[config.mk]
export PLATFORM = sky130hd
export DESIGN_NAME = result_emitter
export DESIGN_NICKNAME = d
export VERILOG_FILES = /design/src/rsa_pkg.sv /design/src/result_emitter.sv
export SDC_FILE = /design/constraint.sdc
export NUM_CORES = 1
export LEC_CHECK = 0
export ABC_AREA = 1
export BUFFER_PORTS_ARGS = -buffer_cell sky130_fd_sc_hd__buf_2
export CORE_ASPECT_RATIO = 1.25
export CORE_UTILIZATION = 35
export DETAILED_ROUTE_END_ITERATION = 12
export MAX_ROUTING_LAYER = met4
export PLACE_DENSITY = 0.69
export SLEW_MARGIN = 20
export SYNTH_ARGS = -nofsm -noshare
export SYNTH_HDL_FRONTEND = slang
export SYNTH_SLANG_ARGS = --single-unit
export TNS_END_PERCENT = 20
[constraint.sdc]
create_clock -name clk -period 5.7 [get_ports clk]
set_input_delay 0.285 -clock clk [delete_from_list [all_inputs] [get_ports clk]]
set_output_delay 0.285 -clock clk [all_outputs]
set_load 0.02 [all_outputs]
[src/rsa_pkg.sv]
package rsa_pkg;

  // array geometry and word size
  localparam int X      = 4;
  localparam int Y      = 4;
  localparam int RSA_DW = 16;

  // shorter jobs would let two drains meet in the west chain
  localparam int MIN_JOB_STEPS = Y;

  // two jobs worth of result rows
  localparam int FIFO_DEPTH = 8;

  localparam int ROW_W  = $clog2(X);
  localparam int COL_W  = $clog2(Y);
  localparam int PTR_W  = $clog2(FIFO_DEPTH);
  localparam int FREE_W = $clog2(FIFO_DEPTH + 1);
  localparam int PEND_W = $clog2(X + 1);

  typedef logic [RSA_DW-1:0] data_t;

  typedef enum logic [1:0] {
    MODE_PASS = 2'd0,
    MODE_ADD  = 2'd1,
    MODE_SUB  = 2'd2,
    MODE_RSUB = 2'd3
  } adder_mode_e;

  typedef struct packed {
    data_t       [X-1:0] a;
    data_t       [Y-1:0] b;
    logic                last;
    data_t       [X-1:0] m;
    adder_mode_e [X-1:0] mode;
  } step_t;

  typedef struct packed {
    data_t       m;
    adder_mode_e mode;
  } row_ctl_t;

  typedef struct packed {
    logic  [ROW_W-1:0] row;
    data_t [Y-1:0]     c;
  } row_result_t;

endpackage
[src/result_emitter.sv]
`timescale 1ns/1ps

module result_emitter
  import rsa_pkg::*;
(
  input  logic        clk,
  input  logic        i_arst_n,
  input  row_result_t i_row,
  input  logic        i_valid,
  input  logic        i_res_ack,
  output logic        o_pop,
  output row_result_t o_res,
  output logic        o_res_req
);

  typedef enum logic [1:0] {
    S_IDLE = 2'd0,
    S_REQ  = 2'd1,
    S_REL  = 2'd2
  } emit_state_e;

  emit_state_e state;

  always_ff @(posedge clk or negedge i_arst_n) begin
    if (!i_arst_n) begin
      state <= S_IDLE;
    end else begin
      case (state)
        S_IDLE: if (i_valid) state <= S_REQ;
        S_REQ:  if (i_res_ack) state <= S_REL;
        // wait for the receiver to release ack
        S_REL:  if (!i_res_ack) state <= S_IDLE;
        default: state <= S_IDLE;
      endcase
    end
  end

  // row held from pop until the next pop
  always_ff @(posedge clk) begin
    if (o_pop) begin
      o_res <= i_row;
    end
  end

  assign o_pop     = (state == S_IDLE) && i_valid;
  assign o_res_req = (state == S_REQ);

endmodule

Word-level counts from Yosys, hierarchy flattened

Cells that the tools add are included.

Memories kept: 0
Latch bits: 0
Flip-flop bits (word level): 68
ROM bits: 0
Output and inout bits: 68
Memory bits (writable): 0

Magnitude comparators: 0
Divide/modulo/power cells: 0
Shift-type cells: 0
Bitwise gates (word level): 0
Eq/ne operators: 5
Multiply operators: 0
Muxes and demuxes: 4
$add $sub $neg: 0
Reduce and logical (&&, ||, !) cells: 3

Operators by type and width:

| kind                                           | count |
|---|---|
| 2-to-1 mux 2 bit                               | 3 |
| != test 2 bit (second input constant)          | 3 |
| one-hot mux 2 bit (3 select lines)             | 1 |
| AND reduction 3 bit                            | 1 |
| == test 2 x 1 -> 1 bit (second input constant) | 1 |
| == test 2 bit (second input constant)          | 1 |
| logical NOT 2 bit                              | 1 |
| logical AND 1 bit                              | 1 |

Depth between registers and ports, before layout

Depth after elaboration: 3
Depth in mapped cells: 3
Gate-level depth less buffers: 3

Worst setup path before layout

OpenSTA, ideal clock, no wires.

Kind: flip-flop to flip-flop
Start: reg state[0]
End: reg o_res[0] (netlist name) (enable)
Path buffers: 0
Slack: 3325 ps
Stages on the path, launching flop included: 4
Data required time: 5274 ps
Clock period less this slack: 2375 ps
Library setup time: 426 ps
Data arrival time: 1949 ps
Path through: dfrtp_1 nor2_1 nand2_1 inv_1

Longest elaborated chain between the ends: 2

RTL lines:

| item                   | line                 | source |
|---|---|---|
| start, declared        | result_emitter.sv:22 | `emit_state_e state;` |
| start signal, assigned | result_emitter.sv:26 | `state <= S_IDLE;` |
| start signal, assigned | result_emitter.sv:29 | `S_IDLE: if (i_valid) state <= S_REQ;` |
| start signal, assigned | result_emitter.sv:30 | `S_REQ: if (i_res_ack) state <= S_REL;` |
| logical NOT 2 bit      | result_emitter.sv:45 | `assign o_pop = (state == S_IDLE) && i_valid;` |
| logical AND 1 bit      | result_emitter.sv:45 |  |
| named net o_pop        | result_emitter.sv:11 | `output logic o_pop,` |
| end signal, assigned   | result_emitter.sv:41 | `o_res <= i_row;` |
| end, declared          | result_emitter.sv:12 | `output row_result_t o_res,` |

The timed path passes the listed nets, and every way through them passes these cells.
A chain may end at the register's enable or synchronous reset.

Worst setup path after layout

Start: reg state[0]
End: out o_pop

Longest elaborated chain between the ends: 2

RTL lines:

| item              | line |
|---|---|
| logical NOT 2 bit | result_emitter.sv:45 |
| logical AND 1 bit | result_emitter.sv:45 |
| end, declared     | result_emitter.sv:11 |

Every way passes these cells.

==> key figures <==
Timing
  • Rel. slew slack: roughly 64%
  • Worst-Margin Slew: between 0.5 and 0.6 ns
  • Final setup viols: 0
  • Tmin final: 2.42 ns
  • Period utilization: a little over two fifths
  • RSZ-0062 raised after global routing: false
  • Final clock skew: roughly 0.0053 ns
  • FMAX: 0.413 GHz
  • Final Hold Fails: 0
  • Final Max Tran Viols: 0
  • Post-route setup TNS: 0 ns

Setup path
  • Reg-to-Reg End: o_res[7]$_DFFE_PP_
  • Crit Path Class: flip-flop to output pin
  • WP data required: approximately 5.4 ns
  • Critical Path Start Type: flip-flop
  • Crit path max fanout: 41
  • FF-to-FF Start: state[0]$_DFFE_PN0P_
  • Arrival time worst endpoint: about 2.1 ns
  • Max stage delay on crit path: 0.53 ns
  • Critical-path cell list: nor2_1, nand2_1, inv_2, buf_4, buf_2
  • Crit-path slowest cell: buf_4
  • Setup slack, reg-to-reg: ~3.8 ns
  • Setup crit end kind: output pin
  • Cells on worst reg2reg path: 4

GRT
  • Global route total overflow: 0
  • Initial antenna violation count: 0
  • Largest net degree at the start of global routing: 42
  • First-pass GRT wire length: ~5700 um
  • Vias in the first global route: roughly 1,300
  • Tot GR Track Use: between 10% and 20%

Job
  • Max Cap Viol: 0

Drt
  • Routed wire length: between 4000 and 5000 um
  • 1st-iter DRT viols: 60
  • ANT nets after route: 0
  • Via density: approximately 4.3
  • Total number of vias: about 1,300
  • DRC: 6
  • 1st-pass router iterations: 10
  • WL per Instance: between 10 and 15 um

Finish
  • Layout cell share with drive strength beyond 1: 64.7%
  • Util after Layout: 53.6%
  • Filler instances: 471
  • Nets@finish: 300
  • N_diodes: 0
  • Register area: approximately 0.0020 mm2
  • P&R area growth vs syn: 48.8%
  • Post-route cell area: slightly above 0.003 mm2
  • Area of the multi-input gates: approximately 34 um2

Power and ir drop
  • P_leak: ~1.3 nW
  • Final Total Pwr: ~1.5 mW
  • Power Dens Cells: 481 mW/mm2
  • Worst VDD drop: about 0.31 mV

Logic synthesis
  • Dominant cells by area after synthesis: edfxtp_1 95%, dfrtp_1 2.4%, nand3_1 0.72%, inv_1 0.72%, nand2_1 0.54%
  • Ys Warns: 0
  • Seq/Total Area, Yosys: slightly below 100%
  • Mean Syn Cell Area: between 20 and 30 um2
  • Synth Cell Area: 0.00208 mm2
  • Yosys reg bits: slightly below 70
  • Cell taking the most area after synthesis: edfxtp_1
  • Post-synthesis cell type count: 6
  • Post-synth top area share: about 95%
  • Syn_nets: 150
  • Mapped Cells: 80

Run status
  • Failing checks: DRC
  • Status: complete, but fails checks

Floorplan
  • Die area: roughly 0.0063 mm2
  • Core footprint: between 0.005 and 0.006 mm2
  • Die W: slightly above 70 um
  • Die height: 88.2 um
  • Site Rows: 31
  • Starting Density: between 30% and 40%
  • Io pins: roughly 140

Clock tree
  • Clock tree buffer depth: 2
  • Clock latency on the worst-skew pair: roughly 0.32 ns
  • CTS tree: done
  • Root Driver: clkbuf_8
  • Worst-path clk slew: roughly 0.070 ns
  • Buffer count from post-CTS setup fixing: 0
  • H-tree depth: 3
  • Inserted Clock Buffers: 9
  • Num Clock Sinks: between 60 and 70

Worst hold path
  • Hold Path Class: input port to flip-flop
  • Hold path depth: 1
  • Critical hold path startpoint: i_row[55]
  • Hold path endpoint: o_res[55]$_DFFE_PP_

Place
  • Input/output buffers: between 100 and 150
  • Placed cell area: 0.00286 mm2
  • GPL Wtd Cong: approximately 0.70
==> worst max-delay path: cells and delay by family (launching register included) <==
| kind | cells | cell delay (ns) |
|---|---|---|
| buffers and inverters | 3 | 1.20 |
| DFF | 1 | 0.41 |
| and+or+nand+nor | 2 | 0.20 |
==> stage by stage <==
| step | setup WS (ns) | cells | hold WS, ns |
|---|---|---|---|
| detailed placement | 3.58 | 284 | 0.0734 |
| floorplan | 3.33 | 80 | -0.0106 |
| global placement | 3.64 | 284 | 0.0701 |
| finish | 3.28 | 301 | 0.134 |
| CTS | 3.22 | 301 | 0.113 |
| global route | 3.06 | 301 | 0.103 |
==> logic make-up (layout without fill, tap and decap cells) <==
kind of cell | after synthesis | in the layout | synth area share, %
DFF | 68 | 68 | 97.7
and+or+nand+nor | 8 | 8 | 1.62
buffers and inverters | 4 | 159 | 0.721
==> area by class of cell <==
class	instances	share of cell area [%]
multi-input combinational	8	1.09
inverter	4	0.485
sequential	68	65.6
tap	66	2.67
clock inverter	6	3.31
clock buffer	10	4.12
timing repair buffer	139	22.7
==> metal layers <==
| layer | global-route usage (%) | wire length, um |
|---|---|---|
| met1 | 12.5 | 1360 |
| met2 | 22.6 | 2330 |
| met3 | 6.56 | 265 |
| met4 | 6.36 | 63 |
| met5 | - | 0 |
==> flip-flops by register name (all words and copies together) (netlist names) <==
name and flops:
o_res 66, state 2
==> cell usage after synthesis <==
master	count
nand3_1	3
dfrtp_1	2
inv_1	4
nor2_1	2
nand2_1	3
edfxtp_1	66
==> power breakdown <==
group | leakage (nW) | total, mW | switching [mW] | internal (mW)
registers | 0.645 | 0.717 | 0.0273 | 0.689
logic | 0.588 | 0.328 | 0.238 | 0.0905
clock network | 0.115 | 0.446 | 0.159 | 0.287
==> worst max-delay path by stage <==
stage                              start                  to  slack [ns]  depth (start not counted)
floorplan           state[0]$_DFFE_PN0P_  o_res[0]$_DFFE_PP_        3.33                          3
global placement    state[0]$_DFFE_PN0P_               o_pop        3.64                          5
detailed placement  state[0]$_DFFE_PN0P_               o_pop        3.58                          5
CTS                 state[0]$_DFFE_PN0P_               o_pop        3.22                          5
global route        state[0]$_DFFE_PN0P_               o_pop        3.06                          5
finish              state[0]$_DFFE_PN0P_               o_pop        3.28                          5
==> repair_timing <==
item                                   CTS  global route
resized for setup                        0             0
endpoints found under the hold margin    2             0
hold buffers                             1             0
==> cell usage in the layout, fill, tap and decap left out <==
cell type	instances
buf_2	137
edfxtp_1	66
clkbuf_8	9
inv_1	3
nand2_1	3
nand3_1	3
bufinv_16	3
nor2_1	2
clkinv_1	2
dfrtp_1	2
inv_2	1
clkbuf_1	1
clkinv_2	1
dlygate4sd3_1	1
buf_4	1
(Power assumes the default switching activity.)
