## config.mk

```make
export PLATFORM = sky130hd
export DESIGN_NAME = step_skewer
export DESIGN_NICKNAME = d
export VERILOG_FILES = /design/src/rsa_pkg.sv /design/src/step_skewer.sv
export SDC_FILE = /design/constraint.sdc
export NUM_CORES = 1
export LEC_CHECK = 0
export ABC_AREA = 1
export BUFFER_PORTS_ARGS = -buffer_cell sky130_fd_sc_hd__buf_2
export CAP_MARGIN = 25
export CORE_MARGIN = 4
export CORE_UTILIZATION = 35
export DETAILED_ROUTE_END_ITERATION = 8
export PLACE_DENSITY = 0.65
export SLEW_MARGIN = 25
export SYNTH_ARGS = -nofsm -noshare
export SYNTH_HDL_FRONTEND = slang
export SYNTH_SLANG_ARGS = --single-unit
```

## constraint.sdc

```tcl
create_clock -name clk -period 2.02 [get_ports clk]
set_clock_uncertainty 0.2 [all_clocks]
set_input_delay 0.404 -clock clk [delete_from_list [all_inputs] [get_ports clk]]
set_output_delay 0.404 -clock clk [all_outputs]
set_load 0.03 [all_outputs]
```

## src/rsa_pkg.sv

```systemverilog
package rsa_pkg;

  // array geometry and word size
  localparam int X      = 4;
  localparam int Y      = 4;
  localparam int RSA_DW = 16;

  // shorter jobs would let two drains meet in the west chain
  localparam int MIN_JOB_STEPS = Y;

  // two jobs worth of result rows
  localparam int FIFO_DEPTH = 8;

  localparam int ROW_W  = $clog2(X);
  localparam int COL_W  = $clog2(Y);
  localparam int PTR_W  = $clog2(FIFO_DEPTH);
  localparam int FREE_W = $clog2(FIFO_DEPTH + 1);
  localparam int PEND_W = $clog2(X + 1);

  typedef logic [RSA_DW-1:0] data_t;

  typedef enum logic [1:0] {
    MODE_PASS = 2'd0,
    MODE_ADD  = 2'd1,
    MODE_SUB  = 2'd2,
    MODE_RSUB = 2'd3
  } adder_mode_e;

  typedef struct packed {
    data_t       [X-1:0] a;
    data_t       [Y-1:0] b;
    logic                last;
    data_t       [X-1:0] m;
    adder_mode_e [X-1:0] mode;
  } step_t;

  typedef struct packed {
    data_t       m;
    adder_mode_e mode;
  } row_ctl_t;

  typedef struct packed {
    logic  [ROW_W-1:0] row;
    data_t [Y-1:0]     c;
  } row_result_t;

endpackage
```

## src/step_skewer.sv

```systemverilog
`timescale 1ns/1ps

module step_skewer
  import rsa_pkg::*;
(
  input  logic                  clk,
  input  logic                  i_arst_n,
  input  step_t                 i_step,
  input  logic                  i_step_req,
  input  logic     [FREE_W-1:0] i_free,
  input  logic                  i_row_push,
  output logic                  o_step_ack,
  output data_t    [X-1:0]      o_a,
  output row_ctl_t [X-1:0]      o_ctl,
  output logic     [X-1:0]      o_ctl_load,
  output data_t    [Y-1:0]      o_b,
  output logic     [Y-1:0]      o_cal_en,
  output logic     [Y-1:0]      o_cal_done
);

  typedef struct packed {
    data_t    a;
    row_ctl_t ctl;
    logic     ctl_load;
  } west_lane_t;

  typedef struct packed {
    data_t b;
    logic  cal_en;
    logic  cal_done;
  } north_lane_t;

  west_lane_t  [X-1:0] w_stage;
  north_lane_t [Y-1:0] n_stage;
  logic                can_take;
  logic                accept;
  logic [PEND_W-1:0]   pend_rows;

  // a last step needs room for a whole job and an idle drain path
  assign can_take = !i_step.last || ((i_free >= FREE_W'(X)) && (pend_rows == '0));
  assign accept   = i_step_req && !o_step_ack && can_take;

  always_ff @(posedge clk or negedge i_arst_n) begin
    if (!i_arst_n) begin
      o_step_ack <= 1'b0;
      pend_rows  <= '0;
    end else begin
      if (accept) begin
        o_step_ack <= 1'b1;
      end else if (!i_step_req) begin
        o_step_ack <= 1'b0;
      end
      if (accept && i_step.last) begin
        pend_rows <= PEND_W'(X);
      end else if (i_row_push) begin
        pend_rows <= pend_rows - 1'b1;
      end
    end
  end

  // skew stage zero, loaded in the cycle ack rises
  always_ff @(posedge clk or negedge i_arst_n) begin
    if (!i_arst_n) begin
      w_stage <= '0;
      n_stage <= '0;
    end else begin
      for (int i = 0; i < X; i++) begin
        w_stage[i].ctl_load <= accept && i_step.last;
        if (accept) begin
          w_stage[i].a        <= i_step.a[i];
          w_stage[i].ctl.m    <= i_step.m[i];
          w_stage[i].ctl.mode <= i_step.mode[i];
        end
      end
      for (int j = 0; j < Y; j++) begin
        n_stage[j].cal_en   <= accept;
        n_stage[j].cal_done <= accept && i_step.last;
        if (accept) begin
          n_stage[j].b <= i_step.b[j];
        end
      end
    end
  end

  // row i waits i more cycles
  for (genvar i = 0; i < X; i++) begin : g_west
    west_lane_t w_out;
    if (i == 0) begin : g_direct
      assign w_out = w_stage[i];
    end else begin : g_delay
      west_lane_t dly [i];
      always_ff @(posedge clk or negedge i_arst_n) begin
        if (!i_arst_n) begin
          dly <= '{default: '0};
        end else begin
          dly[0] <= w_stage[i];
          for (int d = 1; d < i; d++) begin
            dly[d] <= dly[d-1];
          end
        end
      end
      assign w_out = dly[i-1];
    end
    assign o_a[i]        = w_out.a;
    assign o_ctl[i]      = w_out.ctl;
    assign o_ctl_load[i] = w_out.ctl_load;
  end

  // column j waits j more cycles
  for (genvar j = 0; j < Y; j++) begin : g_north
    north_lane_t n_out;
    if (j == 0) begin : g_direct
      assign n_out = n_stage[j];
    end else begin : g_delay
      north_lane_t dly [j];
      always_ff @(posedge clk or negedge i_arst_n) begin
        if (!i_arst_n) begin
          dly <= '{default: '0};
        end else begin
          dly[0] <= n_stage[j];
          for (int d = 1; d < j; d++) begin
            dly[d] <= dly[d-1];
          end
        end
      end
      assign n_out = dly[j-1];
    end
    assign o_b[j]        = n_out.b;
    assign o_cal_en[j]   = n_out.cal_en;
    assign o_cal_done[j] = n_out.cal_done;
  end

endmodule

```

Yosys cells after proc, flatten, opt, wreduce, memory -nomap -nowiden

Cells that the tools add are included.

$add $sub $neg: 1
Magnitude comparators: 1
Equality and inequality tests: 1
Mux-type cells: 4
Reductions and logical operators: 9

Operators by type and width:

| kind                  | number |
|---|---|
| $mux W3               | 2 |
| $ge A4 B3 Y1 const B  | 1 |
| $logic_and A1 B1 Y1   | 4 |
| $logic_not A3 Y1      | 1 |
| $sub A3 B1 Y3 const B | 1 |
| $logic_not A1 Y1      | 2 |
| $mux W1               | 2 |
| $ne A2 B1 Y1 const B  | 1 |
| $reduce_bool A2 Y1    | 1 |
| $logic_or A1 B1 Y1    | 1 |

Register bits: 512
Input bits: 209
Output and inout port bits: 213
Word-level logic and storage cells: 66

Longest topological paths before layout

Word-level depth: 6
Depth in mapped cells: 11
Mapped depth without buffers: 9

Worst setup path before layout

Ideal clock, no wire load.

Kind: reg-to-reg
Start point: register pend_rows[0]
End point: register n_stage, in the netlist o_b[0]
Library setup time: 0.116 ns
Arrival: 1.267 ns
Required time: 1.704 ns
Path slack: 0.437 ns
Stages on the path, launching flop included: 12
Buffers on the path: 2
Period minus slack after synthesis: 1.583 ns
Cell sequence: dfrtp_1 inv_1 ha_1 inv_1 nor2_1 nand2_1 nand2_2 nand2_2 buf_6 buf_6 nand2_1 nand2_1

Cells in the longest elaborated chain, start to end: 4

RTL lines:

| item                   | line              | RTL |
|---|---|---|
| start, declared        | step_skewer.sv:37 | `logic [PEND_W-1:0] pend_rows;` |
| start signal, assigned | step_skewer.sv:54 | `pend_rows <= PEND_W'(X);` |
| start signal, assigned | step_skewer.sv:56 | `pend_rows <= pend_rows - 1'b1;` |
| $logic_not A3 Y1       | step_skewer.sv:40 | `assign can_take = !i_step.last \|\| ((i_free >= FREE_W'(X)) && (pend_rows == '0));` |
| $logic_and A1 B1 Y1    | step_skewer.sv:40 |  |
| $logic_or A1 B1 Y1     | step_skewer.sv:40 |  |
| $logic_and A1 B1 Y1    | step_skewer.sv:41 | `assign accept = i_step_req && !o_step_ack && can_take;` |
| end, declared          | step_skewer.sv:34 | `north_lane_t [Y-1:0] n_stage;` |

Every way passes these cells.
A chain may end at the register's enable or synchronous reset.

Final worst setup path

Start point: register pend_rows[0]
End point: register n_stage, in the netlist o_b[3]

The elaborated chain is that of the path after synthesis.

==> metrics.md <==
| Metric | Value |
|---|---|
| Avg WL per Cell | `16.29 um` |
| Largest net degree at the start of global routing | `69` |
| Reg2reg path depth | `10` |
| Minimum clock period | `1915 ps` |
| Flop2flop setup slack | `110 ps` |
| Final period utilization | `94.80%` |
| DRC violations left | `0` |
| Switch share | `34.56%` |
| CP Launch Type | `flop` |
| Post-Place Setup Slack | `29.79 ps` |
| Die width | `229.4 um` |
| Critical Path Sink Type | `flop` |
| Setup_tns | `0 ps` |
| Initial antenna violation count | `3` |
| Initial cell density of the core | `35.64%` |
| Total core area | `48150 um^2` |
| TritonCTS clock tree | `done` |
| Metal1 wirelength | `16.89 mm` |
| Clock Path Buffers | `3` |
| Kind of critical path | `reg -> reg` |
| Min-delay worst type | `in -> reg` |
| Design internal power | `22.58 mW` |
| Post-route ant nets | `0` |
| Share of layout cells above drive strength 1 | `29.39%` |
| Synth cell count leaders | `512 x dfrtp_1, 409 x nand2_1, 203 x nand3_1, 168 x buf_4, 37 x buf_2` |
| Critical R2R Launch | `pend_rows[0]$_DFFE_PN0P_` |
| Critical Path RT | `2260 ps` |
| RD Place Congestion | `0.8295` |
| CP max stage delay | `390 ps` |
| DRT Pass-1 Iters | `4` |
| Hpwl dp | `25.86 mm` |
| Final Net Count | `2091` |
| Worst hold path stage count | `3` |
| Dominant cell type by area after synthesis | `dfrtp_1` |
| Clk pin slew, worst setup/hold paths | `60 ps` |
| Count leader, synth | `dfrtp_1` |
| Root Buffer | `clkbuf_16` |
| PD cells | `1503 nW/um^2` |
| Setup ws final | `105.0 ps` |
| Post-synth EDFFs | `0` |
| Highest metal used | `met5` |
| Port Buffers | `419` |
| Total routed wirelength | `41.95 mm` |
| Clock power share | `26.3%` |
| Die Y | `229.4 um` |
| Vias per cell | `4.406` |
| H-tree depth | `2` |
| GRT Total Usage | `15.49%` |
| NetSw | `11.93 mW` |
| Asr flop ratio synth | `100.0%` |
| Yosys Warn Count | `0` |
| Ys flop type | `dfrtp_1` |
| Drt first-iter violations | `645` |
| Top-area cell type share of the netlist area | `74.66%` |
| Seq/Total Area, Yosys | `74.66%` |
| Reg power frac | `46.5%` |
| Outcome | `completed` |
| Syn Inst Count | `1373` |
| Final Hold Viols | `0` |
| Met3 WL | `3.203 mm` |
| Max-Cap Viols | `0` |
| Peak supply drop | `0.0008220 V` |
| Hold_sp | `i_step[72]` |
| R2r endpoint | `o_b[3]$_DFFE_PN0P_` |
| Syn Nets | `1584` |
| CTS Sinks | `512` |
| Slowest CP cell | `dfrtp_1` |
| Vias | `11350` |
| Skew-Pair Late Insertion Delay | `560 ps` |
| Worst Path Max Fanout | `39` |
| FP Rows | `80` |
| RSZ-0062 raised after global routing | `no` |
| Worst slew pin tran | `630.5 ps` |
| Vias in the first global route | `12319` |
| Top Ports | `422` |
| Netlist Area Pre-Place | `17160 um^2` |
| Cts bufs inserted | `50` |
| Final setup viols | `0` |
| Crit-path cells | `inv_1 -> ha_1 -> inv_1 -> nor2_2 -> nand2_2 -> nand2_8 -> nand2_8 -> buf_12 -> nand2_1 -> nand2_1` |
| GR Overflow Total | `0` |
| Synth-to-Final Area Change | `33.81%` |
| Die area | `52640 um^2` |
| WP data arrival | `2150 ps` |
| Final Max Slew Viols | `0` |
| Gate power share | `27.2%` |
| Synth area leaders | `dfrtp_1 75%, nand2_1 8.9%, buf_4 7.3%` |
| Met2 WL | `20.44 mm` |
| First-pass GRT wire length | `65.96 mm` |
| Netlist cell types | `15` |
| Avg Cell Area, Syn | `12.50 um^2` |
| Max-slew headroom | `57.96%` |
| Max Clock Freq | `522.2 MHz` |
| #FFs+latches synth | `512` |
| Hold Path Sink | `n_stage[54]$_DFF_PN0_` |
| Leakage | `12.04 nW` |
## cell families (layout without fill, tap and decap cells)
logic type                 count (synthesis)  after routing  synth area share [%]
and+or+nand+nor                          618            618                 15.04
adders and majority gates                  2              2                0.1458
other                                      0              1                     0
buffers and inverters                    239            785                 10.05
xor gates and xnor gates                   1              1               0.05104
DFF                                      512            512                 74.66
muxes                                      1              1               0.05833
## sequential cells by signal, indices dropped and copies added (netlist names), 3 cells and up
signal and flops:
o_b 64, n_stage 50, g_west.g_delay.dly 103, o_a 64, o_ctl 72, pend_rows 3, w_stage 102, g_north.g_delay.dly 50
## how the worst max path moves through the flow
stage	depth (start not counted)	slack, ps	startpoint	to
3_5_place_dp	9	30	pend_rows[0]$_DFFE_PN0P_	o_a[1]$_DFFE_PN0P_
6_report	10	110	pend_rows[0]$_DFFE_PN0P_	o_b[3]$_DFFE_PN0P_
2_1_floorplan	11	440	pend_rows[0]$_DFFE_PN0P_	o_b[0]$_DFFE_PN0P_
3_3_place_gp	9	50	pend_rows[0]$_DFFE_PN0P_	o_a[1]$_DFFE_PN0P_
5_1_grt	10	30	pend_rows[0]$_DFFE_PN0P_	o_b[3]$_DFFE_PN0P_
4_1_cts	9	3	pend_rows[0]$_DFFE_PN0P_	o_a[1]$_DFFE_PN0P_
## power groups by stage
stage               Sequential [mW]  Combinational (mW)  Clock, mW
floorplan                      16.6                6.74          0
global placement               16.0                8.80          0
global route                   16.5                10.1       9.81
detailed placement             16.2                8.92          0
CTS                            16.1                9.24       9.38
finish                         16.1                9.39       9.06
## stage by stage
stage	hold WS (ps)	std cells	instance area (um^2)	total power, mW	utilization, %
2_1_floorplan	-91.59	1373	17160	23.29	-
3_3_place_gp	131.3	2275	19150	24.81	39.78
3_5_place_dp	134.7	2275	19150	25.11	39.78
4_1_cts	0.8982	2569	22830	34.69	47.41
5_1_grt	38.68	2576	22960	36.42	47.70
6_report	56.44	2576	22960	34.51	47.70
## worst max-delay path: cells and delay by family, from the launching register on
kind / cells / cell delay (ps)
adders and majority gates: 1 / 180
and+or+nand+nor: 6 / 610
buffers and inverters: 3 / 350
DFF: 1 / 390
## cell type report
| cell class | count | area, um^2 |
|---|---|---|
| diodes | 1 | 2.502 |
| clock buffers | 76 | 1500 |
| clock inverters | 15 | 143.9 |
| fillers | 4103 | 25180 |
| inverters | 11 | 41.29 |
| multi-input cells | 622 | 2663 |
| flip-flops and latches | 512 | 12810 |
| well taps | 656 | 820.8 |
| repair buffers | 683 | 4981 |
## cell usage in the layout (no fill, tap or decap), drive strengths merged, types with 2 or more instances in the layout
cell type    instances
dfrtp              512
buf                477
nand2              411
nand3              203
dlygate4sd3        203
clkbuf              79
inv                 14
clkinv               7
nor2                 4
clkinvlp             3
ha                   2
bufinv               2
## per-layer routing
| metal | track usage (%) | up-vias |
|---|---|---|
| met5 | 0 | - |
| met4 | 5.439 | 2 |
| met3 | 4.523 | 102 |
| met2 | 26.18 | 450 |
| met1 | 19.06 | 5609 |
| li1 | - | 5187 |
## repair_timing
item                       in CTS  in global routing
hold endpoints to repair      239                  0
hold buffers                  203                  0
resized for setup               0                  5
setup buffers                   0                  3
setup endpoints to repair       0                178
Note: power is estimated with default switching activity, not from simulation.
