**src/rsa_pkg.sv**
```systemverilog
package rsa_pkg;

  // array geometry and word size
  localparam int X      = 4;
  localparam int Y      = 4;
  localparam int RSA_DW = 16;

  // shorter jobs would let two drains meet in the west chain
  localparam int MIN_JOB_STEPS = Y;

  // two jobs worth of result rows
  localparam int FIFO_DEPTH = 8;

  localparam int ROW_W  = $clog2(X);
  localparam int COL_W  = $clog2(Y);
  localparam int PTR_W  = $clog2(FIFO_DEPTH);
  localparam int FREE_W = $clog2(FIFO_DEPTH + 1);
  localparam int PEND_W = $clog2(X + 1);

  typedef logic [RSA_DW-1:0] data_t;

  typedef enum logic [1:0] {
    MODE_PASS = 2'd0,
    MODE_ADD  = 2'd1,
    MODE_SUB  = 2'd2,
    MODE_RSUB = 2'd3
  } adder_mode_e;

  typedef struct packed {
    data_t       [X-1:0] a;
    data_t       [Y-1:0] b;
    logic                last;
    data_t       [X-1:0] m;
    adder_mode_e [X-1:0] mode;
  } step_t;

  typedef struct packed {
    data_t       m;
    adder_mode_e mode;
  } row_ctl_t;

  typedef struct packed {
    logic  [ROW_W-1:0] row;
    data_t [Y-1:0]     c;
  } row_result_t;

endpackage
```
**src/result_fifo.sv**
```systemverilog
`timescale 1ns/1ps

module result_fifo
  import rsa_pkg::*;
(
  input  logic              clk,
  input  logic              i_arst_n,
  input  logic              i_push,
  input  row_result_t       i_row,
  input  logic              i_pop,
  output row_result_t       o_row,
  output logic              o_valid,
  output logic [FREE_W-1:0] o_free
);

  row_result_t       mem [FIFO_DEPTH];
  logic [PTR_W-1:0]  wr_ptr;
  logic [PTR_W-1:0]  rd_ptr;
  logic [FREE_W-1:0] count;

  always_ff @(posedge clk) begin
    if (i_push) begin
      mem[wr_ptr] <= i_row;
    end
  end

  // depth is a power of two so pointers wrap on their own
  always_ff @(posedge clk or negedge i_arst_n) begin
    if (!i_arst_n) begin
      wr_ptr <= '0;
      rd_ptr <= '0;
      count  <= '0;
    end else begin
      if (i_push) begin
        wr_ptr <= wr_ptr + 1'b1;
      end
      if (i_pop) begin
        rd_ptr <= rd_ptr + 1'b1;
      end
      case ({i_push, i_pop})
        2'b10:   count <= count + 1'b1;
        2'b01:   count <= count - 1'b1;
        default: count <= count;
      endcase
    end
  end

  assign o_row   = mem[rd_ptr];
  assign o_valid = (count != '0);
  assign o_free  = FREE_W'(FIFO_DEPTH) - count;

endmodule

```
**config.mk**
```make
export PLATFORM = sky130hd
export DESIGN_NAME = result_fifo
export DESIGN_NICKNAME = d
export VERILOG_FILES = /design/src/rsa_pkg.sv /design/src/result_fifo.sv
export SDC_FILE = /design/constraint.sdc
export NUM_CORES = 1
export LEC_CHECK = 0
export ABC_AREA = 1
export BUFFER_PORTS_ARGS = -buffer_cell sky130_fd_sc_hd__clkbuf_2
export CELL_PAD_IN_SITES_DETAIL_PLACEMENT = 1
export CELL_PAD_IN_SITES_GLOBAL_PLACEMENT = 1
export CORE_ASPECT_RATIO = 1.5
export CORE_MARGIN = 2
export CORE_UTILIZATION = 35
export DETAILED_ROUTE_END_ITERATION = 8
export PLACE_DENSITY_LB_ADDON = 0.1
export REMOVE_ABC_BUFFERS = 1
export SLEW_MARGIN = 15
export SYNTH_ARGS = -nofsm -noshare
export SYNTH_HDL_FRONTEND = slang
export SYNTH_SLANG_ARGS = --single-unit
```
**constraint.sdc**
```tcl
create_clock -name clk -period 6.81 [get_ports clk]
set_input_delay 0.3405 -clock clk [delete_from_list [all_inputs] [get_ports clk]]
set_output_delay 0.3405 -clock clk [all_outputs]
set_load 0.03 [all_outputs]
```
## Word-level counts from Yosys, hierarchy flattened

Memories as Yosys holds them, arrays and structs flattened.
Cells that the tools add are included.

| cells by class | value |
|---|---|
| $lt $le $gt $ge | 0 |
| bitwise logic cells | 0 |
| $add $sub $neg | 5 |
| $mul | 0 |
| equal/unequal tests | 2 |
| div/mod/pow operators | 0 |
| mux-type cells | 3 |
| reduce and logical (&&, ||, !) cells | 2 |
| shift operators | 0 |

Operator list:

| cell | number |
|---|---|
| 4-bit case mux with 2 select lines | 1 |
| 3-bit by 1-bit adder with 3-bit output, second input constant | 2 |
| 4-bit by 1-bit adder with 4-bit output, second input constant | 1 |
| 4-bit nonzero test | 1 |
| 4-bit by 1-bit subtractor with 4-bit output, second input constant | 1 |
| 4-bit subtractor, first input constant | 1 |
| 2-bit by 1-bit == test with 1-bit output, second input constant | 1 |
| 2-bit == test, second input constant | 1 |
| 1-bit 2-to-1 mux | 2 |
| 2-bit nonzero test | 1 |

| storage, ports and cells | value |
|---|---|
| input port bits | 70 |
| memory bits (read-only) | 0 |
| latch bits | 0 |
| register bits | 10 |
| memories kept | 1 |
| memory bits (writable) | 528 |

Memories:

| memory | words | bits a word | rd ports | clocked after Yosys merged registers in | wr ports | RTL line | RTL |
|---|---|---|---|---|---|---|---|
| mem | 8 | 66 | 1 | 0 | 1 | result_fifo.sv:16 | `row_result_t mem [FIFO_DEPTH];` |

## Logic depth before layout (Yosys ltp)

Gate-level depths: netlist of the first run.

| logic depth | value |
|---|---|
| depth in word-level cells | 2 |
| depth in mapped cells | 10 |
| mapped depth without buffers | 10 |

## Worst setup path after synthesis of the first run

Ideal clock, no wire load.

| timing | value |
|---|---|
| path type | flip-flop to flip-flop |
| start | register wr_ptr[0] |
| end | memory mem[0][0] (netlist bit) (enable) |
| stages on the path, launching flop included | 3 |
| path buffers | 0 |
| slack | 2827 ps |
| data arrival time | 3493 ps |
| clock period less this slack | 3983 ps |
| cell sequence | dfrtp_1 -> or2_2 -> nor2_1 |

RTL lines:

| what | RTL line | RTL |
|---|---|---|
| start: declaration | result_fifo.sv:17 | `logic [PTR_W-1:0] wr_ptr;` |
| start signal: assignment | result_fifo.sv:35 | `wr_ptr <= wr_ptr + 1'b1;` |
| end: declaration | result_fifo.sv:16 |  |

No word-level cell before the write port.

==> flow_summary.json, run 1 <==
{
  "outcome": "complete, no violations",
  "initial_core_util_pct": 35.39,
  "vdd.ir_drop.worst_uv": 486.2,
  "rsz0062_at_grt": "false",
  "crit_buf_inv": 3,
  "htree_levels": 2,
  "via_count": 12917,
  "cp-end-kind": "output port",
  "slowest_stage": "buf_4",
  "ioPinCount": 141,
  "ys_types": 22,
  "hp-class": "in -> reg",
  "setup_tns_ns": 0,
  "drt_iter0_drc": 688,
  "gp_congestion": 0.7109,
  "gr-total-overflow": 0,
  "netlist_instances": 1572,
  "cts_buffers": 53,
  "p_leak_nw": 8.201,
  "grt_pass1_vias": 13894,
  "cts_tree": "done",
  "ys_warn_count": 0,
  "r2r_cells": 5,
  "regArea_um2": 16110,
  "cts_setup_buffers": 0,
  "cts_buffer_depth": 3,
  "drive_above_1_share_pct": 14.51,
  "worstHoldStart": "i_push",
  "multiInputGateArea_um2": 4267,
  "rows": 109,
  "clock_skew_ns": 0.009926,
  "setup_viol": 0,
  "crit_top_cell": "nand2_1",
  "cts_resized": 0,
  "drt_pass1_iterations": 4,
  "r2r_start": "rd_ptr[0]$_DFFE_PN0P_",
  "worst_pin_slew_ns": 1.328,
  "max_freq_ghz": 0.2485,
  "grt_pass1_wl_mm": 84.40,
  "avgSynthCellArea_um2": 13.30,
  "grt_max_degree": 207,
  "die_area_um2": 61730,
  "finalHoldViolations": 0,
  "hold_depth": 2,
  "layout_commonest_cell": "edfxtp_1",
  "pre_cts_ws_ns": 3.311,
  "critPathTopFamily": "buffers and inverters",
  "path_class": "reg -> out",
  "crit_path_max_fanout": 85,
  "io_buffers": 140,
  "use_met1_pct": 22.79,
  "syn_area_um2": 20900,
  "ys_ff_latch": 538,
  "area_growth_pct": 14.53,
  "crit_arrival_ns": 3.68,
  "pwr_density_cell_nw_per_um2": 462.6,
  "routed_wl_mm": 55.62,
  "timing.max_cap.violations": 0,
  "post-route-drc-count": 0,
  "postCtsHoldBufs": 1,
  "fillers": 6156,
  "antenna_found_initial": 6,
  "maxSlewViolCount": 0,
  "seq_area_frac_synth_pct": 77.05,
  "cts_root_buffer": "clkbuf_16",
  "cts_sinks": 538,
  "final_cell_mix": "edfxtp_1, nor2_1, o21ai_0, nand2_1, clkbuf_2",
  "via_per_inst": 5.150,
  "cp-start-kind": "flop",
  "post_drt_wl_per_cell_um": 22.18,
  "crit_required_ns": 6.47,
  "grt_busiest_layer": "met2",
  "worst_slack_ns": 2.786,
  "fin_crit_ns": 4.024,
  "die_y_um": 303.3,
  "hpwl_mm": 27.41,
  "antenna_left": 0,
  "fp.dieW_um": 203.5,
  "met2_usage_pct": 32.24,
  "max_stage_delay_ns": 0.89,
  "clk_latency_ns": 0.57,
  "period_share_pct": 59.09,
  "min_to": "wr_ptr[1]$_DFFE_PN0P_",
  "core_um2": 59050,
  "met3_usage_pct": 2.902,
  "max_slew_margin_pct": 11.47,
  "reg2reg_to": "rd_ptr[2]$_DFFE_PN0P_",
  "grt_use_total_pct": 18.06,
  "final_util_pct": 40.54,
  "cp_cell_sequence": "inv_6, buf_4, o21ai_0, o22ai_1, nand2_1, nand2_1, clkbuf_2",
  "layout.nets": 1764,
  "reg2reg_slack_ns": 4.38,
  "clk_pin_slew_ns": 0.06
}
Yosys cell counts:
cell | number | area share (%)
buf_4 | 4 | 0.14
nand2_1 | 219 | 3.9
buf_2 | 32 | 0.77
edfxtp_1 | 528 | 76
xnor2_1 | 3 | 0.13
o21ai_1 | 49 | 1.2
dfrtp_1 | 10 | 1.2
clkbuf_2 | 7 | 0.17
inv_1 | 14 | 0.25
or2_2 | 2 | 0.060
ha_1 | 6 | 0.36
a21oi_1 | 1 | 0.024
buf_6 | 11 | 0.59
a31oi_1 | 1 | 0.030
xor2_1 | 4 | 0.17
nand3_1 | 5 | 0.12
o22ai_1 | 132 | 4.0
o21ai_0 | 219 | 5.2
inv_2 | 2 | 0.036
clkbuf_1 | 47 | 0.84
nor2_1 | 275 | 4.9
buf_1 | 1 | 0.018
metal layers:
layer | wire, µm | vias to the layer above
li1 | - | 5974
met1 | 24230 | 6640
met2 | 27960 | 210
met3 | 2147 | 83
met4 | 1231 | 10
met5 | 53 | -
flip-flops by register name, summed over array words and instances, names as in the netlist:
signal and count:
mem 528, rd_ptr 3, wr_ptr 3, count 4
stage by stage:
stage               area [µm²]  hold WS [ns]  instances  total power [mW]
floorplan                20370       0.04491       1470             6.956
global placement         22310        0.2724       2409             8.432
detailed placement       22310        0.2703       2409             8.494
CTS                      23940       0.01908       2507             11.28
global route             23940       0.04238       2508             11.77
finish                   23940       0.04606       2508             11.07
worst max-delay path by stage:
stage / slack (ns) / to / depth (start not counted) / start
finish: 2.79 / o_row[64] / 7 / rd_ptr[1]$_DFFE_PN0P_
global route: 2.48 / o_row[64] / 7 / rd_ptr[1]$_DFFE_PN0P_
CTS: 2.67 / o_row[64] / 7 / rd_ptr[1]$_DFFE_PN0P_
detailed placement: 3.31 / o_row[64] / 7 / rd_ptr[1]$_DFFE_PN0P_
global placement: 3.31 / o_row[30] / 7 / rd_ptr[1]$_DFFE_PN0P_
floorplan: -1.59 / o_row[0] / 5 / rd_ptr[0]$_DFFE_PN0P_
cells by family (layout without fill, tap and decap cells):
group	Yosys count	count (layout)	synth area share (%)
AO/OA/AOI/OAI	402	402	10.42
XOR/XNOR	7	7	0.2933
adder cells (fa/ha/maj)	6	6	0.3592
buffers and inverters	118	276	2.819
flip-flops	538	538	77.05
other	0	1	0
AND/OR/NAND/NOR	501	501	9.051
cell type report:
cell class | instances | area share, %
flip-flops and latches | 538 | 67.32
multi-input cells | 916 | 17.82
clock buffers | 67 | 5.844
well taps | 777 | 4.061
repair buffers | 163 | 3.763
clock inverters | 30 | 0.8886
inverters | 16 | 0.2927
diodes | 1 | 0.01045
power breakdown:
group / internal [mW] / switching [mW] / leakage, nW
clock network: 1.56 / 1.20 / 0.798
registers: 4.02 / 0.229 / 4.91
logic: 1.04 / 3.03 / 2.49
total: 6.61 / 4.46 / 8.20
Note: power is estimated with default switching activity, not from simulation.
==> run 2: changes to the inputs <==
==> constraint.sdc (replaced) <==
create_clock -name clk -period 3.25 [get_ports clk]
set_input_delay 0.1625 -clock clk [delete_from_list [all_inputs] [get_ports clk]]
set_output_delay 0.1625 -clock clk [all_outputs]
set_load 0.03 [all_outputs]
==> run 2 against run 1 <==
Against the previous run: first-iteration DRC count is 11% lower; non-clock buffer count is 85 higher; design area is 3.6% higher; global-route usage increased by 0.44 points; clock skew grew 0.0031 ns; clock power increased by 110%; register-to-register slack worse by 3.2 ns; count of clock-buffer cells in the layout shrank 7; critical path type unchanged; flip-flop and latch count unchanged; sequential share of layout area is 2.4 points lower; power rose by 110%.
==> flow_summary.json, run 2 (synthesis gave the netlist of run 1 again) <==
{
  "outcome": "complete, no violations",
  "reg2reg_to": "mem[2][29]$_DFFE_PP_",
  "top_layer": "met5",
  "max_slew_margin_pct": 50.09,
  "area_growth_pct": 18.68,
  "drt_iter0_drc": 610,
  "maxSlewViolCount": 0,
  "fp.dieW_um": 203.5,
  "core_um2": 59050,
  "crit_path_max_fanout": 100,
  "vdd.ir_drop.worst_uv": 500.5,
  "hpwl_mm": 30.57,
  "cts_root_buffer": "clkbuf_16",
  "cp-start-kind": "flop",
  "swShare_pct": 40.24,
  "crit_arrival_ns": 2.67,
  "p_leak_nw": 8.574,
  "dpl.cell_count": 2425,
  "die_y_um": 303.3,
  "wl_met1_mm": 24.84,
  "rows": 109,
  "cts_sinks": 538,
  "cp_cell_sequence": "inv_6, buf_12, o21ai_0, o22ai_1, nand2_1, nand2_1, clkbuf_2",
  "crit_top_cell": "nand2_1",
  "crit_end": "o_row[41]",
  "timing.max_cap.violations": 0,
  "p_switching_mw": 9.437,
  "layout_top_registers": "mem: 528 flops, count: 4 flops",
  "regMostFlops": "mem",
  "grt_pass1_wl_mm": 86.49,
  "via_count": 13198,
  "r2r_cells": 3,
  "comb_power_share_pct": 38.4,
  "post-route-drc-count": 0,
  "crit_buf_inv": 3,
  "clk_pin_slew_ns": 0.06,
  "r2r_start": "wr_ptr[0]$_DFFE_PN0P_",
  "antenna_left": 0,
  "post_drt_wl_per_cell_um": 21.84,
  "final_util_pct": 42.01,
  "period_share_pct": 87.07,
  "drt_pass1_iterations": 6,
  "crit_required_ns": 3.09,
  "clock_skew_ns": 0.01300,
  "initial_core_util_pct": 35.39,
  "htree_levels": 2,
  "critPathTopFamily": "buffers and inverters",
  "met3_length_mm": 1.796,
  "via_per_inst": 5.106,
  "slowest_stage": "dfrtp_4",
  "setup.worst_path.start": "rd_ptr[0]$_DFFE_PN0P_",
  "finalHoldViolations": 0,
  "antenna_found_initial": 4,
  "pre_cts_ws_ns": 1.010,
  "p_seq_share_pct": 37.3,
  "hp-class": "in -> reg",
  "p_int_mw": 14.01,
  "setup_viol": 0,
  "clk_latency_ns": 0.57,
  "layout_commonest_cell": "edfxtp_1",
  "worst_pin_slew_ns": 0.7469,
  "reg2reg_slack_ns": 1.14,
  "pwr_density_cell_nw_per_um2": 945.4,
  "rsz0062_at_grt": "false",
  "io_buffers": 140,
  "p_clk_share_pct": 24.2,
  "cts_buffers": 52,
  "met2_wirelength_mm": 28.53,
  "grt_max_degree": 107,
  "routed_wl_mm": 56.46,
  "grt_use_total_pct": 18.50,
  "cts_buffer_depth": 3,
  "worst_slack_ns": 0.4202,
  "max_stage_delay_ns": 0.64,
  "cp-end-kind": "output port",
  "die_area_um2": 61730,
  "fillers": 6125,
  "final_cell_mix": "edfxtp_1, nor2_1, o21ai_0, nand2_1, clkbuf_2",
  "path_class": "reg -> out",
  "gp_congestion": 0.7191,
  "gr-total-overflow": 0,
  "setup_tns_ns": 0,
  "grt_pass1_vias": 14204,
  "ioPinCount": 141,
  "largest_register_ffs": 528,
  "max_freq_ghz": 0.3534,
  "worstSetupPathDepth": 7,
  "drive_above_1_share_pct": 14.55,
  "layout.nets": 1848,
  "instances_no_fill": 2585,
  "fin_crit_ns": 2.830,
  "cts_tree": "done"
}
## run 2: cell types whose count changed in the layout (fill, tap and decap cells not counted), moves of 2 or more
| cell | delta |
|---|---|
| clkinv_2 | -2 |
| buf_12 | +9 |
| clkbuf_1 | -5 |
| buf_4 | +7 |
| dlygate4sd3_1 | +69 |
| clkbuf_8 | -2 |
## run 2: power groups by stage
| stage | Sequential (mW) | Clock (mW) | Combinational, mW |
|---|---|---|---|
| after floorplan | 9.20 | 0 | 5.14 |
| after global placement | 8.89 | 0 | 9.07 |
| after detailed placement | 8.91 | 0 | 9.17 |
| after CTS | 8.77 | 5.86 | 9.27 |
| after global routing | 8.82 | 6.09 | 10.0 |
| final | 8.76 | 5.68 | 9.01 |
## run 2: worst min path at each step
| stage | start | to | depth (start not counted) | slack [ns] |
|---|---|---|---|---|
| finish | i_push | wr_ptr[1]$_DFFE_PN0P_ | 3 | 0.39 |
| detailed placement | i_arst_n | wr_ptr[2]$_DFFE_PN0P_ | 1 | 0.08 |
| floorplan | i_arst_n | count[0]$_DFFE_PN0P_ | 0 | -0.13 |
| global placement | i_arst_n | wr_ptr[2]$_DFFE_PN0P_ | 1 | 0.08 |
| CTS | i_push | wr_ptr[1]$_DFFE_PN0P_ | 3 | 0.36 |
| global route | i_row[51] | mem[6][51]$_DFFE_PP_ | 2 | 0.42 |
## run 2: repair_timing
item	4_1_cts	5_1_grt
hold endpoints to repair	544	0
resized for setup	0	0
hold buffers	70	0
buffers inserted	0	0
## run 2: final cells by class
class	count	area [µm²]	area share, %
flip-flops and latches	538	16110	64.96
multi-input cells	916	4267	17.20
clock inverters	29	206.4	0.8322
clock buffers	60	1353	5.452
diodes	1	2.502	0.01009
repair buffers	248	1824	7.354
inverters	16	67.56	0.2724
well taps	777	972.2	3.919
## run 2: worst min-delay path, delay by kind of cell
| family | cells | cell delay [ns] |
|---|---|---|
| buffers and inverters | 2 | 0.66 |
| AO/OA/AOI/OAI | 1 | 0.09 |
## run 2: metrics by stage
stage | cell area, µm² | hold slack (ns) | total power, mW
finish | 24810 | 0.3853 | 23.45
global route | 24810 | 0.4176 | 24.91
CTS | 24800 | 0.3563 | 23.90
detailed placement | 22540 | 0.08093 | 18.08
global placement | 22540 | 0.08312 | 17.95
floorplan | 20370 | -0.1331 | 14.33
## run 2: metal layers
| layer | up-vias | global-route usage, % |
|---|---|---|
| met5 | - | 0 |
| met1 | 6772 | 23.89 |
| li1 | 6136 | - |
| met2 | 209 | 32.61 |
| met3 | 75 | 2.570 |
| met4 | 6 | 5.075 |
==> run 3: changes to the inputs <==
--- a/config.mk
+++ b/config.mk
@@ -7,13 +7,10 @@
 export LEC_CHECK = 0
 export ABC_AREA = 1
 export BUFFER_PORTS_ARGS = -buffer_cell sky130_fd_sc_hd__clkbuf_2
-export CELL_PAD_IN_SITES_DETAIL_PLACEMENT = 1
-export CELL_PAD_IN_SITES_GLOBAL_PLACEMENT = 1
 export CORE_ASPECT_RATIO = 1.5
 export CORE_MARGIN = 2
 export CORE_UTILIZATION = 35
 export DETAILED_ROUTE_END_ITERATION = 8
-export PLACE_DENSITY_LB_ADDON = 0.1
 export REMOVE_ABC_BUFFERS = 1
 export SLEW_MARGIN = 15
 export SYNTH_ARGS = -nofsm -noshare
==> constraint.sdc (replaced) <==
create_clock -name clk -period 3 [get_ports clk]
set_input_delay 0.15 -clock clk [delete_from_list [all_inputs] [get_ports clk]]
set_output_delay 0.15 -clock clk [all_outputs]
set_load 0.03 [all_outputs]
==> run 3 against run 2 <==
Against the previous run: design area is essentially flat; critical path depth shrank 1; routed wire length shrank 9.5%; worst setup slack lost 0.16 ns; register-to-register slack gained 0.02 ns; via count shrank 0.30%; clock power grew 5.8%.
==> flow_summary.json, run 3 (synthesis gave the netlist of run 1 again) <==
{
  "period_share_pct": 91.27,
  "largest_register_ffs": 528,
  "max_freq_ghz": 0.3652,
  "crit_arrival_ns": 2.59,
  "ioPinCount": 141,
  "maxSlewViolCount": 0,
  "p_int_mw": 15.10,
  "cts_tree": "done",
  "pwr_density_cell_nw_per_um2": 1011,
  "worst_pin_slew_ns": 0.8342,
  "swShare_pct": 39.75,
  "clock_skew_ns": 0.01460,
  "routed_wl_mm": 51.08,
  "cts_root_buffer": "clkbuf_16",
  "p_clk_share_pct": 24.0,
  "layout_commonest_cell": "edfxtp_1",
  "htree_levels": 2,
  "core_um2": 59050,
  "clk_latency_ns": 0.56,
  "reg2reg_slack_ns": 1.16,
  "instances_no_fill": 2574,
  "finalHoldViolations": 0,
  "gp_congestion": 0.6966,
  "p_switching_mw": 9.962,
  "via_count": 13158,
  "cts_setup_buffers": 0,
  "post-route-drc-count": 0,
  "grt_pass1_wl_mm": 76.38,
  "cts_buffer_depth": 3,
  "antenna_found_initial": 4,
  "rows": 109,
  "hpwl_mm": 25.63,
  "drive_above_1_share_pct": 13.86,
  "gr-total-overflow": 0,
  "grt_pass1_vias": 13164,
  "p_seq_share_pct": 37.9,
  "post_drt_wl_per_cell_um": 19.84,
  "rsz0062_at_grt": "false",
  "via_per_inst": 5.112,
  "drt_pass1_iterations": 5,
  "fin_crit_ns": 2.738,
  "outcome": "complete, no violations",
  "cp-start-kind": "flop",
  "clk_pin_slew_ns": 0.06,
  "cts_buffers": 50,
  "drt_iter0_drc": 840,
  "layout_top_registers": "mem: 528 flops, count: 4 flops",
  "cts_resized": 0,
  "crit_path_max_fanout": 190,
  "grt_max_degree": 191,
  "p_leak_nw": 8.517,
  "cp-end-kind": "output port",
  "io_buffers": 140,
  "timing.max_cap.violations": 0,
  "grt_use_total_pct": 16.20,
  "cts_sinks": 538,
  "die_area_um2": 61730,
  "regMostFlops": "mem",
  "comb_power_share_pct": 38.1,
  "final_cell_mix": "edfxtp_1, nor2_1, o21ai_0, nand2_1, clkbuf_2",
  "path_class": "reg -> out",
  "area_growth_pct": 18.58,
  "antenna_left": 0,
  "crit_required_ns": 2.85,
  "setup_viol": 0,
  "hp-class": "in -> reg",
  "max_slew_margin_pct": 44.39,
  "dpl.cell_count": 2414,
  "final_util_pct": 41.97,
  "layout.nets": 1835,
  "initial_core_util_pct": 35.39,
  "die_y_um": 303.3,
  "fp.dieW_um": 203.5,
  "holdWs_ns": 0.3951,
  "vdd.ir_drop.worst_uv": 577.9
}
run 3: cell type report:
type | instances | area, µm²
diodes | 1 | 2.502
fillers | 5327 | 34270
multi-input cells | 916 | 4267
repair buffers | 237 | 1817
well taps | 777 | 972.2
clock inverters | 22 | 158.9
inverters | 16 | 71.32
flip-flops and latches | 538 | 16120
clock buffers | 67 | 1379
run 3: metrics by stage:
| stage | setup slack [ns] | instance area, µm² | power (mW) | TNS, ns |
|---|---|---|---|---|
| after floorplan | -5.211 | 20370 | 15.37 | -811.56 |
| after global placement | 0.8196 | 22540 | 19.09 | 0 |
| after detailed placement | 0.8134 | 22540 | 19.29 | 0 |
| after CTS | 0.2031 | 24780 | 25.38 | 0 |
| after global routing | 0.03446 | 24780 | 26.48 | 0 |
| final | 0.2620 | 24780 | 25.06 | 0 |
run 3: what timing repair did:
item / CTS / global route
endpoints found under the setup margin: 0 / 0
hold buffers: 70 / 0
endpoints found under the hold margin: 544 / 0
run 3: worst max-delay path, cell delays in order, from the launching register on:
cell and delay [ns]:
dfrtp_4 0.47, buf_12 0.58, o21ai_0 0.22, o22ai_1 0.20
nand2_1 0.06, nand2_1 0.16, clkbuf_2 0.23
run 3: final timing paths:
check	end	from	cells past startpoint
min in group asynchronous	count[3]$_DFFE_PN0P_	i_arst_n	3
worst min register to register	count[3]$_DFFE_PN0P_	count[3]$_DFFE_PN0P_	2
max in group asynchronous	rd_ptr[0]$_DFFE_PN0P_	i_arst_n	3
worst min-delay path	mem[1][60]$_DFFE_PP_	i_row[60]	2
worst max-delay path	o_row[30]	rd_ptr[0]$_DFFE_PN0P_	6
worst max register to register	mem[4][19]$_DFFE_PP_	wr_ptr[0]$_DFFE_PN0P_	3
run 3: routing by layer:
metal	vias to the layer above	wire, µm	global-route usage [%]
met5	-	36	0
met4	6	1293	5.770
met3	91	2574	2.517
met2	336	25790	28.46
met1	6608	21390	20.29
li1	6117	-	-
run 3: power by group through the flow:
stage	sequential, mW	clock [mW]	combinational, mW
global route	9.57	6.41	10.5
finish	9.50	6.01	9.54
CTS	9.51	6.14	9.72
floorplan	9.94	0	5.42
detailed placement	9.67	0	9.62
global placement	9.64	0	9.44
